==> src/include/mem_defines.svh <==
`ifndef MEM_DEFINES_SVH
`define MEM_DEFINES_SVH

// Data word and byte address widths.
`define DATA_WIDTH 32
`define ADDR_WIDTH 32

// RAM depth is 2**RAM_ADDR_BITS bytes.
`define RAM_ADDR_BITS 10

// Request tag width.
`define NICK_WIDTH 4

// Length field, holds 1, 2 or 4.
`define LEN_WIDTH 3

`endif

==> src/source/memPkg.sv <==
`include "mem_defines.svh"

package memPkg;

    typedef logic [`DATA_WIDTH-1:0]    dataT;
    typedef logic [`ADDR_WIDTH-1:0]    addrT;
    typedef logic [`LEN_WIDTH-1:0]     lenT;
    typedef logic [`NICK_WIDTH-1:0]    nickT;
    typedef logic [7:0]                byteT;
    typedef logic [`RAM_ADDR_BITS-1:0] ramAddrT;

    // Memory controller sequencing.
    typedef enum logic [1:0] {
        CtrlIdle,
        CtrlAccess,
        CtrlFinish
    } ctrlStateT;

endpackage

==> src/source/dataPort.sv <==
`timescale 1ns/1ps

module dataPort
    import memPkg::*;
(
    input  logic clk,
    input  logic rst,
    input  logic rdy,

    // Store/load buffer side.
    input  logic slbEn,
    input  logic slbLs,
    input  addrT slbAddr,
    input  dataT slbData,
    input  lenT  slbLen,
    input  nickT slbNick,
    output logic slbReady,
    output logic slbDone,
    output dataT slbResult,
    output nickT slbNickOut,

    // Memory controller side.
    input  logic mcBusy,
    input  logic mcDone,
    input  dataT mcResult,
    output logic mcEn,
    output logic mcLs,
    output addrT mcAddr,
    output dataT mcData,
    output lenT  mcLen
);

    logic occupied;
    logic issued;
    nickT reqNick;
    logic takeReq;

    // One entry only, so the buffer waits until the result is back.
    assign slbReady = rdy && !occupied;
    assign takeReq  = slbEn && slbReady;

    // ######################################################################
    // Entry control
    // ######################################################################

    always_ff @(posedge clk) begin
        if (rst) begin
            occupied <= 1'b0;
            issued   <= 1'b0;
            mcEn     <= 1'b0;
            slbDone  <= 1'b0;
        end else if (rdy) begin
            mcEn    <= 1'b0;
            slbDone <= 1'b0;

            if (takeReq) begin
                occupied <= 1'b1;
                issued   <= 1'b0;
            end

            // Hand the held request to the controller exactly once.
            if (occupied && !issued && !mcBusy) begin
                mcEn   <= 1'b1;
                issued <= 1'b1;
            end

            if (mcDone) begin
                slbDone  <= 1'b1;
                occupied <= 1'b0;
            end
        end
    end

    // ######################################################################
    // Request and result payload
    // ######################################################################

    always_ff @(posedge clk) begin
        if (rdy) begin
            if (takeReq) begin
                mcLs    <= slbLs;
                mcAddr  <= slbAddr;
                mcData  <= slbData;
                mcLen   <= slbLen;
                reqNick <= slbNick;
            end

            // Tag goes back with the data it belongs to.
            if (mcDone) begin
                slbResult  <= mcResult;
                slbNickOut <= reqNick;
            end
        end
    end

endmodule

==> config.mk <==
export PLATFORM = sky130hd
export DESIGN_NAME = dataPort
export DESIGN_NICKNAME = d
export VERILOG_FILES = /design/src/source/memPkg.sv /design/src/source/dataPort.sv
export VERILOG_INCLUDE_DIRS = /design/src /design/src/include
export SDC_FILE = /design/constraint.sdc
export NUM_CORES = 1
export LEC_CHECK = 0
export BUFFER_PORTS_ARGS = -buffer_cell sky130_fd_sc_hd__buf_4
export CAP_MARGIN = 40
export CORE_AREA = 2 2 117 91
export CTS_BUF_LIST = sky130_fd_sc_hd__clkbuf_8
export DETAILED_ROUTE_END_ITERATION = 8
export DIE_AREA = 0 0 119 93
export GPL_TIMING_DRIVEN = 0
export PLACE_DENSITY_LB_ADDON = 0.2
export SETUP_SLACK_MARGIN = 0.1
export SLEW_MARGIN = 20
export SYNTH_ARGS = -nofsm -noshare
export SYNTH_HDL_FRONTEND = slang
export SYNTH_SLANG_ARGS = --single-unit
==> constraint.sdc <==
create_clock -name clk -period 3.35 [get_ports clk]
set_input_delay 0.67 -clock clk [delete_from_list [all_inputs] [get_ports clk]]
set_output_delay 0.67 -clock clk [all_outputs]
set_load 0.01 [all_outputs]
==> flow_summary_export.csv <==
group,metric,value,unit
critical_path,arrival,1.09,ns
layout,seq_area,3320,um^2
route,drt-initial-drc-count,117,
clocking,clkTransAtPathRegs,0.09,ns
layout,layout.cells.non_filler,498,
grt,grt_pass1_wl,11100,um
logic_synthesis,synth_seq_area_share,0.976,
grt,grt_antenna_before_repair,0,
logic_synthesis,synth_mux_area_frac,0,
layout,multi_input_area,76.3,um^2
logic_synthesis,synth_compound_area_frac,0.00845,
timing,setup_viol,0,
route,wl_per_cell,15.2,um
timing,rsz0062_at_grt,"false",
grt,grt-ovfl-total,0,
placed_design,dpl.hpwl,5810,um
route,viasPerCell,4.18,
layout,antenna_cells,0,
job,cap_violations,0,
layout,layout-drive-gt1-share,0.644,
logic_synthesis,synth_top_family_by_area,"simple AND/OR/NAND/NOR gates",
clocking,clock-sinks,112,
placed_design,place_congestion,0.721,
clocking,cts_tree,"done",
logic_synthesis,synth_xor_area_frac,0,
critical_path,worst_r2r_endpoint,"mcData[26]$_DFFE_PP_",
die,rows,32,
layout,nNetsFinal,467,
power_and_ir_drop,leakage,2.21,nW
route,drt_pass1_iterations,4,
die,die_w,119,um
clocking,cts_post_setup_buffers_inserted,0,
placed_design,dp_slack,1.31,ns
route,wl,7560,um
timing,finClkSkew,0.00622,ns
critical_path,crit_end,"slbReady",
critical_path,crit_type,"input port to primary output",
clocking,htree_levels,3,
clocking,numCtsBuffers,9,
critical_path,endpoint_kind,"primary output",
timing,period_minus_slack,1.76,ns
logic_synthesis,yosysWarnings,0,
logic_synthesis,yosys.area_share.simple,0.0132,
critical_path,cpPeakStageDelay,0.14,ns
clocking,cts_root_buf,"clkbuf_8",
timing,whs,0.433,ns
logic_synthesis,synth_cell_types,12,
timing,setup_tns,0,ns
timing,timing.final.ws_setup,1.59,ns
timing,finalHoldViolCount,0,
worst_hold_path,hold_class,"register to register",
clocking,postCtsHoldBufs,0,
critical_path,crit_cells,4,
power_and_ir_drop,power_density,477,nW/um^2
layout,nFillCells,820,
critical_path,cp_top_family,"buffers and inverters",
logic_synthesis,syn_area_per_cell,26.6,um^2
critical_path,rr_worst_depth,3,
die,dieArea,11100,um^2
grt,first_global_vias,2213,
logic_synthesis,synth_seq_cells,112,
grt,grt_max_degree,46,
grt,grt.total_usage,0.136,
timing,drv_slew,0,
outcome,outcome,"complete, no violations",
die,io_pins,217,
layout,area_growth,58.6,%
logic_synthesis,netlist_area,3400,um^2
timing,slew_headroom,0.735,
critical_path,crit_top_cell,"buf_4",
route,drtAntennaViolNets,0,
die,die_y,93,um
clocking,worstSkewPairLatency,0.36,ns
logic_synthesis,synthAdderAreaFrac,0,
critical_path,cp_cell_sequence,"buf_4 > inv_1 > nor2_1 > buf_4",
critical_path,cp-start-kind,"input port",
placed_design,port_buffers,216,
critical_path,path_max_fanout,5,
critical_path,critical_path_buf_inv_count,3,
critical_path,cp.required,2.68,ns
critical_path,r2r-start,"occupied$_SDFFE_PP0P_",
critical_path,r2r_slack,1.82,ns
power_and_ir_drop,p_total,0.00257,W
placed_design,dp.cells,481,
clocking,cts_max_path_buffers,2,
route,via_count,2082,
clocking,cts-resized-gates,0,
route,remaining_drc_errors,0,
timing,tightest_slew,0.398,ns
timing,clock.fmax,0.567,GHz
logic_synthesis,syn_inst,128,
die,start_util,0.341,
critical_path,cpMaxStageDelayCell,"buf_4",
logic_synthesis,syn_nets,238,
critical_path,worstSetupStartpoint,"rdy",
timing,fin_crit_sh,0.527,
die,core,9970,um^2
power_and_ir_drop,vdd_drop_max,0.000346,V
-- how the worst min path moves through the flow --
stage,from,to,slack [ns],depth (start not counted)
2_1_floorplan,reqNick[0]$_DFFE_PP_,slbNickOut[0]$_DFFE_PP_,0.40,0
3_3_place_gp,reqNick[1]$_DFFE_PP_,slbNickOut[1]$_DFFE_PP_,0.41,0
3_5_place_dp,reqNick[3]$_DFFE_PP_,slbNickOut[3]$_DFFE_PP_,0.41,0
4_1_cts,reqNick[0]$_DFFE_PP_,slbNickOut[0]$_DFFE_PP_,0.44,0
5_1_grt,mcResult[5],slbResult[5]$_DFFE_PP_,0.43,1
6_report,reqNick[2]$_DFFE_PP_,slbNickOut[2]$_DFFE_PP_,0.43,0
-- layer usage --
metal / track usage / vias up / wire, um
met4: 0.0327 / 0 / 70
met3: 0.105 / 6 / 1220
met1: 0.144 / 971 / 2720
met5: 0 / - / 0
li1: - / 961 / -
met2: 0.216 / 144 / 3540
-- power by group --
group	switching (W)	internal, W
sequential	0.0000183	0.00161
clock	0.000414	0.000263
combinational	0.000105	0.000160
-- registers in the layout, indices dropped and copies added, names as in the netlist --
name,cells
slbNickOut,4
mcData,32
slbResult,32
slbDone,1
mcAddr,32
mcLen,3
occupied,1
mcLs,1
reqNick,4
issued,1
mcEn,1
-- cell families (layout without fill, tap and decap cells) --
logic type / Yosys count / count (layout)
flip-flops: 112 / 112
AO/OA/AOI/OAI: 5 / 5
buffers and inverters: 2 / 236
AND/OR/NAND/NOR: 9 / 9
-- metrics by stage --
step                utilization  area, um^2
global placement          0.521        5200
global route              0.542        5400
finish                    0.542        5400
detailed placement        0.523        5220
CTS                       0.540        5380
floorplan                     -        3400
-- cells in the final DEF, fill, tap and decap left out --
cell / synthesis / final
buf_4: 0 / 216
edfxtp_1: 108 / 108
clkbuf_8: 0 / 9
dfxtp_1: 4 / 4
nor2_1: 3 / 3
a21oi_1: 3 / 3
clkinv_1: 0 / 3
inv_1: 2 / 2
nand2_1: 2 / 2
clkinv_2: 0 / 2
buf_12: 0 / 2
and2_2: 1 / 1
and2_4: 0 / 1
and2b_1: 1 / 1
a32oi_1: 1 / 1
nor3_1: 1 / 1
o21ai_0: 1 / 1
clkinvlp_4: 0 / 1
inv_6: 0 / 1
-- area by class of cell --
type,instances,share of cell area
multi-input cells,14,0.0141
repair buffers,218,0.308
flip-flops and latches,112,0.615
clock inverters,7,0.00695
inverters,2,0.00139
well taps,136,0.0315
clock buffers,9,0.0229
-- synth_stat cells --
master    number  share of area
and2_2         1         0.0022
a21oi_1        3         0.0044
dfxtp_1        4          0.024
a32oi_1        1         0.0026
o21ai_0        1         0.0015
and2b_1        1         0.0022
nand2_1        2         0.0022
nor2_1         3         0.0033
inv_1          2         0.0022
and2_1         1         0.0018
nor3_1         1         0.0015
edfxtp_1     108           0.95
-- worst register-to-register path: cells and delay by family (launching register included) --
family                 cells  cell delay (ns)
buffers and inverters      1             0.31
flip-flops                 1             0.34
AND/OR/NAND/NOR            2             0.55
(Power assumes the default switching activity.)
