## config.mk

```make
export PLATFORM = sky130hd
export DESIGN_NAME = memController
export DESIGN_NICKNAME = d
export VERILOG_FILES = /design/src/source/memPkg.sv /design/src/source/memController.sv
export VERILOG_INCLUDE_DIRS = /design/src /design/src/include
export SDC_FILE = /design/constraint.sdc
export NUM_CORES = 1
export LEC_CHECK = 0
export BUFFER_PORTS_ARGS = -buffer_cell sky130_fd_sc_hd__buf_4
export CAP_MARGIN = 20
export CORE_MARGIN = 3
export CORE_UTILIZATION = 25
export DETAILED_ROUTE_END_ITERATION = 8
export GPL_TIMING_DRIVEN = 1
export PLACE_DENSITY = 0.53
export SYNTH_ARGS = -nofsm -noshare
export SYNTH_HDL_FRONTEND = slang
export SYNTH_SLANG_ARGS = --single-unit
```

## constraint.sdc

```tcl
create_clock -name clk -period 3.8 [get_ports clk]
set_input_delay 0.38 -clock clk [delete_from_list [all_inputs] [get_ports clk]]
set_output_delay 0.38 -clock clk [all_outputs]
set_load 0.02 [all_outputs]
```

## src/include/mem_defines.svh

```systemverilog
`ifndef MEM_DEFINES_SVH
`define MEM_DEFINES_SVH

// Data word and byte address widths.
`define DATA_WIDTH 32
`define ADDR_WIDTH 32

// RAM depth is 2**RAM_ADDR_BITS bytes.
`define RAM_ADDR_BITS 10

// Request tag width.
`define NICK_WIDTH 4

// Length field, holds 1, 2 or 4.
`define LEN_WIDTH 3

`endif

```

## src/source/memPkg.sv

```systemverilog
`include "mem_defines.svh"

package memPkg;

    typedef logic [`DATA_WIDTH-1:0]    dataT;
    typedef logic [`ADDR_WIDTH-1:0]    addrT;
    typedef logic [`LEN_WIDTH-1:0]     lenT;
    typedef logic [`NICK_WIDTH-1:0]    nickT;
    typedef logic [7:0]                byteT;
    typedef logic [`RAM_ADDR_BITS-1:0] ramAddrT;

    // Memory controller sequencing.
    typedef enum logic [1:0] {
        CtrlIdle,
        CtrlAccess,
        CtrlFinish
    } ctrlStateT;

endpackage

```

## src/source/memController.sv

```systemverilog
`timescale 1ns/1ps

module memController
    import memPkg::*;
(
    input  logic    clk,
    input  logic    rst,
    input  logic    rdy,

    // Request from the data port.
    input  logic    mcEn,
    input  logic    mcLs,
    input  addrT    mcAddr,
    input  dataT    mcData,
    input  lenT     mcLen,
    output logic    mcBusy,
    output logic    mcDone,
    output dataT    mcResult,

    // Byte RAM port.
    input  byteT    ramRdata,
    output logic    ramWe,
    output ramAddrT ramAddr,
    output byteT    ramWdata
);

    ctrlStateT state;
    lenT       count;

    // Latched request.
    logic      reqLs;
    ramAddrT   reqBase;
    dataT      reqData;
    lenT       reqLen;
    dataT      acc;

    logic      lastStep;
    logic [1:0] prevLane;

    // Stores finish on the last byte, loads wait one more cycle for the
    // registered read of that byte.
    assign lastStep = reqLs ? (count == reqLen - 1'b1) : (count == reqLen);

    // Read data in this cycle belongs to the address of the previous one.
    assign prevLane = count[1:0] - 2'd1;

    assign mcBusy   = (state == CtrlAccess);
    assign mcDone   = (state == CtrlFinish);
    assign mcResult = acc;

    // ######################################################################
    // RAM drive
    // ######################################################################

    // While stalled, keep reading the byte the accumulator still waits for.
    assign ramAddr  = rdy ? reqBase + ramAddrT'(count)
                          : reqBase + ramAddrT'(count) - 1'b1;
    assign ramWdata = reqData[{count[1:0], 3'b000} +: 8];
    assign ramWe    = rdy && (state == CtrlAccess) && reqLs;

    // ######################################################################
    // Sequencer
    // ######################################################################

    always_ff @(posedge clk) begin
        if (rst) begin
            state <= CtrlIdle;
            count <= '0;
        end else if (rdy) begin
            unique case (state)
                CtrlIdle: begin
                    if (mcEn) begin
                        state <= CtrlAccess;
                        count <= '0;
                    end
                end
                CtrlAccess: begin
                    count <= count + 1'b1;
                    if (lastStep) begin
                        state <= CtrlFinish;
                    end
                end
                CtrlFinish: begin
                    state <= CtrlIdle;
                end
                default: begin
                    state <= CtrlIdle;
                end
            endcase
        end
    end

    // ######################################################################
    // Request latch and load assembly
    // ######################################################################

    always_ff @(posedge clk) begin
        if (rdy) begin
            if (state == CtrlIdle && mcEn) begin
                reqLs   <= mcLs;
                reqBase <= ramAddrT'(mcAddr);
                reqData <= mcData;
                reqLen  <= mcLen;
                // Untouched lanes stay zero, which zero-extends short loads.
                acc     <= '0;
            end

            if (state == CtrlAccess && !reqLs && count != '0) begin
                acc[{prevLane, 3'b000} +: 8] <= ramRdata;
            end
        end
    end

endmodule

```

==> results.json <==
{
  "clock_latency_ns": 0.34,
  "crit_arrival_ns": 2.68,
  "cp.required_ns": 3.42,
  "netlist_instances": 286,
  "slew_headroom": 0.347,
  "syn_to_final_growth_pct": 35.9,
  "fp.dieH_um": 131,
  "layout.cells.non_filler": 611,
  "synthAdderAreaFrac": 0.0403,
  "final.setup_skew_ns": 0.00664,
  "hold_viol_final": 0,
  "combPwrFrac": 0.147,
  "dr.pass1.iters": 4,
  "tns_ns": 0,
  "antenna_found_initial": 0,
  "cp_max_fo": 3,
  "dieArea_mm2": 0.0172,
  "cts_max_path_buffers": 2,
  "grt_usage": 0.110,
  "cpPeakStageDelay_ns": 0.46,
  "p_int_w": 0.00194,
  "core_mm2": 0.0153,
  "maxCapViolCount": 0,
  "grt_max_degree": 48,
  "grt.overflow.total": 0,
  "drtAntennaViolNets": 0,
  "synth_top_family_by_area": "simple AND/OR/NAND/NOR gates",
  "reg2reg_depth": 8,
  "crit_path_end": "ramAddr[6]",
  "yosys_most_used_dff": "edfxtp_1",
  "fin_area_mm2": 0.00531,
  "synthArstFlopShare": 0,
  "fmax_mhz": 326,
  "synth_fp_nets": 378,
  "slowest_stage": "fa_1",
  "num_antenna_cells": 0,
  "cts.clk_slew.worst_paths_ns": 0.06,
  "yosysSeqAreaShare": 0.625,
  "synth_compound_area_frac": 0.104,
  "yosysWarningCount": 0,
  "initial_core_util": 0.256,
  "syn_area_per_cell_um2": 13.7,
  "worst_slew_pin_slew_ns": 0.977,
  "cts_made_buffers": 9,
  "reg2reg_setup_slack_ns": 1.44,
  "fin_ws_ns": 0.736,
  "synthXorXnorAreaFrac": 0.0413,
  "ys_types": 50,
  "ys_ff_latch": 83,
  "cp_common_cell": "ha_1",
  "regToRegStartpoint": "count[0]",
  "placedCellCount": 597,
  "sw_frac_of_total": 0.229,
  "fp.dieW_um": 131,
  "power_frac_clock": 0.414,
  "place_area_mm2": 0.00496,
  "synth_edf_count": 78,
  "postCtsSetupBuffers": 0,
  "ctsResizeCount": 0,
  "syn-cell-area_mm2": 0.00391,
  "drc_errors": 0,
  "io_buffers": 110,
  "fillers": 1499,
  "path_class": "reg2out",
  "min_period_over_period": 0.806,
  "status": "finished clean",
  "p_per_area_mw_per_mm2": 474,
  "clockRootBuffer": "clkbuf_16",
  "startpoint": "reqBase[0]",
  "vias_per_cell": 4.43,
  "r2r-end": "mcResult[15]",
  "num_rows": 45,
  "switching_power_w": 0.000577,
  "clock_sinks": 83,
  "end_kind": "output port",
  "grt_pass1_wl_mm": 14.4,
  "ioPinCount": 133,
  "pre_cts_slack_ns": 1.10,
  "wl_mm": 9.15,
  "crit_path_cell_trace": "ha_1, inv_1, fa_1, ha_1, nor2b_1, nand2_1, nor2_1, o32ai_1, xor2_1, buf_4",
  "num_vias": 2705,
  "synthSimpleGateAreaFrac": 0.117,
  "drive_gt1_frac": 0.363,
  "cp-start-kind": "flip-flop",
  "wl_per_cell_um": 15.0,
  "fin_crit_ns": 3.06,
  "cts_tree": "yes",
  "h-tree-depth": 3,
  "place.gp.congestion": 0.765,
  "seqPwrFrac": 0.439,
  "place.detailed.hpwl_mm": 6.69,
  "first_iter_violations": 175,
  "irDropWorstVdd_uv": 229,
  "hp-class": "in2reg",
  "min_from": "mcAddr[9]",
  "nNetsFinal": 489,
  "grt_pass1_vias": 2750,
  "setup_viol": 0,
  "synthMuxAreaShare": 0.0487,
  "rsz0062_at_grt": "false",
  "ctsHoldBuffers": 0,
  "whs_ns": 0.216,
  "slew_viol_final": 0,
  "p_leak_nw": 2.06
}
worst max-delay path: cells and delay by family (launching register included):
family | cells | cell delay [ns]
compound gates | 1 | 0.30
xor+xnor | 1 | 0.19
fa+ha+maj | 3 | 0.89
buf+inv | 2 | 0.23
flops | 1 | 0.37
simple gates | 3 | 0.36
worst min path at each step:
stage                  end  slack (ns)  depth (start not counted)
2_1_floorplan     state[1]        0.45                          1
3_3_place_gp   reqData[17]        0.56                          1
3_5_place_dp   reqData[19]        0.56                          1
4_1_cts         reqBase[5]        0.20                          1
5_1_grt         reqBase[9]        0.19                          1
6_report        reqBase[9]        0.22                          1
logic make-up (layout without fill, tap and decap cells):
group,after synthesis,after routing
and+or+nand+nor,87,87
DFF,83,83
AOI/OAI and AO/OA,56,56
buffers and inverters,23,137
xor gates and xnor gates,16,16
adders and majority gates,12,12
muxes,9,9
layer usage:
metal / GRT usage / vias up / wire length [um]
li1: - / 1309 / -
met1: 0.142 / 1283 / 4010
met2: 0.172 / 105 / 4300
met3: 0.0419 / 8 / 737
met4: 0.0345 / 0 / 106
met5: 0 / - / 0
sequential cells by signal (all words and copies together) (netlist names):
name,cells
count,3
mcResult,32
reqBase,10
reqData,32
reqLen,3
reqLs,1
state,2
cells in the mapped netlist (2+ instances only):
cell / number / area [um^2]
o21ai_1: 12 / 60.1
buf_1: 2 / 7.51
and2_1: 4 / 25.0
a311oi_1: 2 / 17.5
nor2_1: 10 / 37.5
mux4_2: 8 / 180
nor3_1: 3 / 15.0
dfxtp_1: 5 / 100
inv_1: 10 / 37.5
o211ai_1: 2 / 15.0
a211oi_1: 2 / 15.0
nand3_1: 19 / 95.1
ha_1: 11 / 138
edfxtp_1: 78 / 2340
nand2_1: 28 / 105
nand4_1: 2 / 12.5
clkbuf_1: 8 / 30.0
xnor2_1: 5 / 43.8
nand2b_1: 2 / 12.5
and3_1: 4 / 25.0
xor2_1: 9 / 78.8
a21o_1: 3 / 22.5
o21ai_0: 8 / 40.0
nor2b_1: 5 / 31.3
a21oi_1: 4 / 20.0
a22o_1: 15 / 131
or3_1: 2 / 12.5
per-stage QoR:
| step | power (W) | utilization |
|---|---|---|
| 6_report | 0.00252 | 0.348 |
| 4_1_cts | 0.00255 | 0.348 |
| 3_3_place_gp | 0.00150 | 0.325 |
| 2_1_floorplan | 0.00132 | - |
| 3_5_place_dp | 0.00150 | 0.325 |
| 5_1_grt | 0.00263 | 0.348 |
cells in the final DEF, fill, tap and decap left out, types with 5 or more instances in the layout:
cell,instances
buf_4,112
edfxtp_1,78
nand2_1,28
nand3_1,19
a22o_1,15
o21ai_1,12
ha_1,11
nor2_1,10
inv_1,9
xor2_1,9
clkbuf_16,9
mux4_2,8
o21ai_0,8
nor2b_1,5
xnor2_1,5
dfxtp_1,5
power groups by stage:
stage	sequential, W	combinational, W	clock [W]
4_1_cts	0.00111	0.000379	0.00107
3_3_place_gp	0.00112	0.000372	0
3_5_place_dp	0.00113	0.000378	0
6_report	0.00111	0.000371	0.00104
2_1_floorplan	0.00115	0.000173	0
5_1_grt	0.00111	0.000409	0.00111
layout make-up:
cell class | instances | area [um^2] | area share
Timing Repair Buffer | 112 | 841 | 0.158
Sequential cell | 83 | 2440 | 0.460
Clock inverter | 5 | 128 | 0.0240
Clock buffer | 9 | 225 | 0.0424
Tap cell | 211 | 264 | 0.0497
Multi-Input combinational cell | 180 | 1370 | 0.258
Inverter | 11 | 41.3 | 0.00777
No activity file was read; power rests on OpenSTA's default activity.
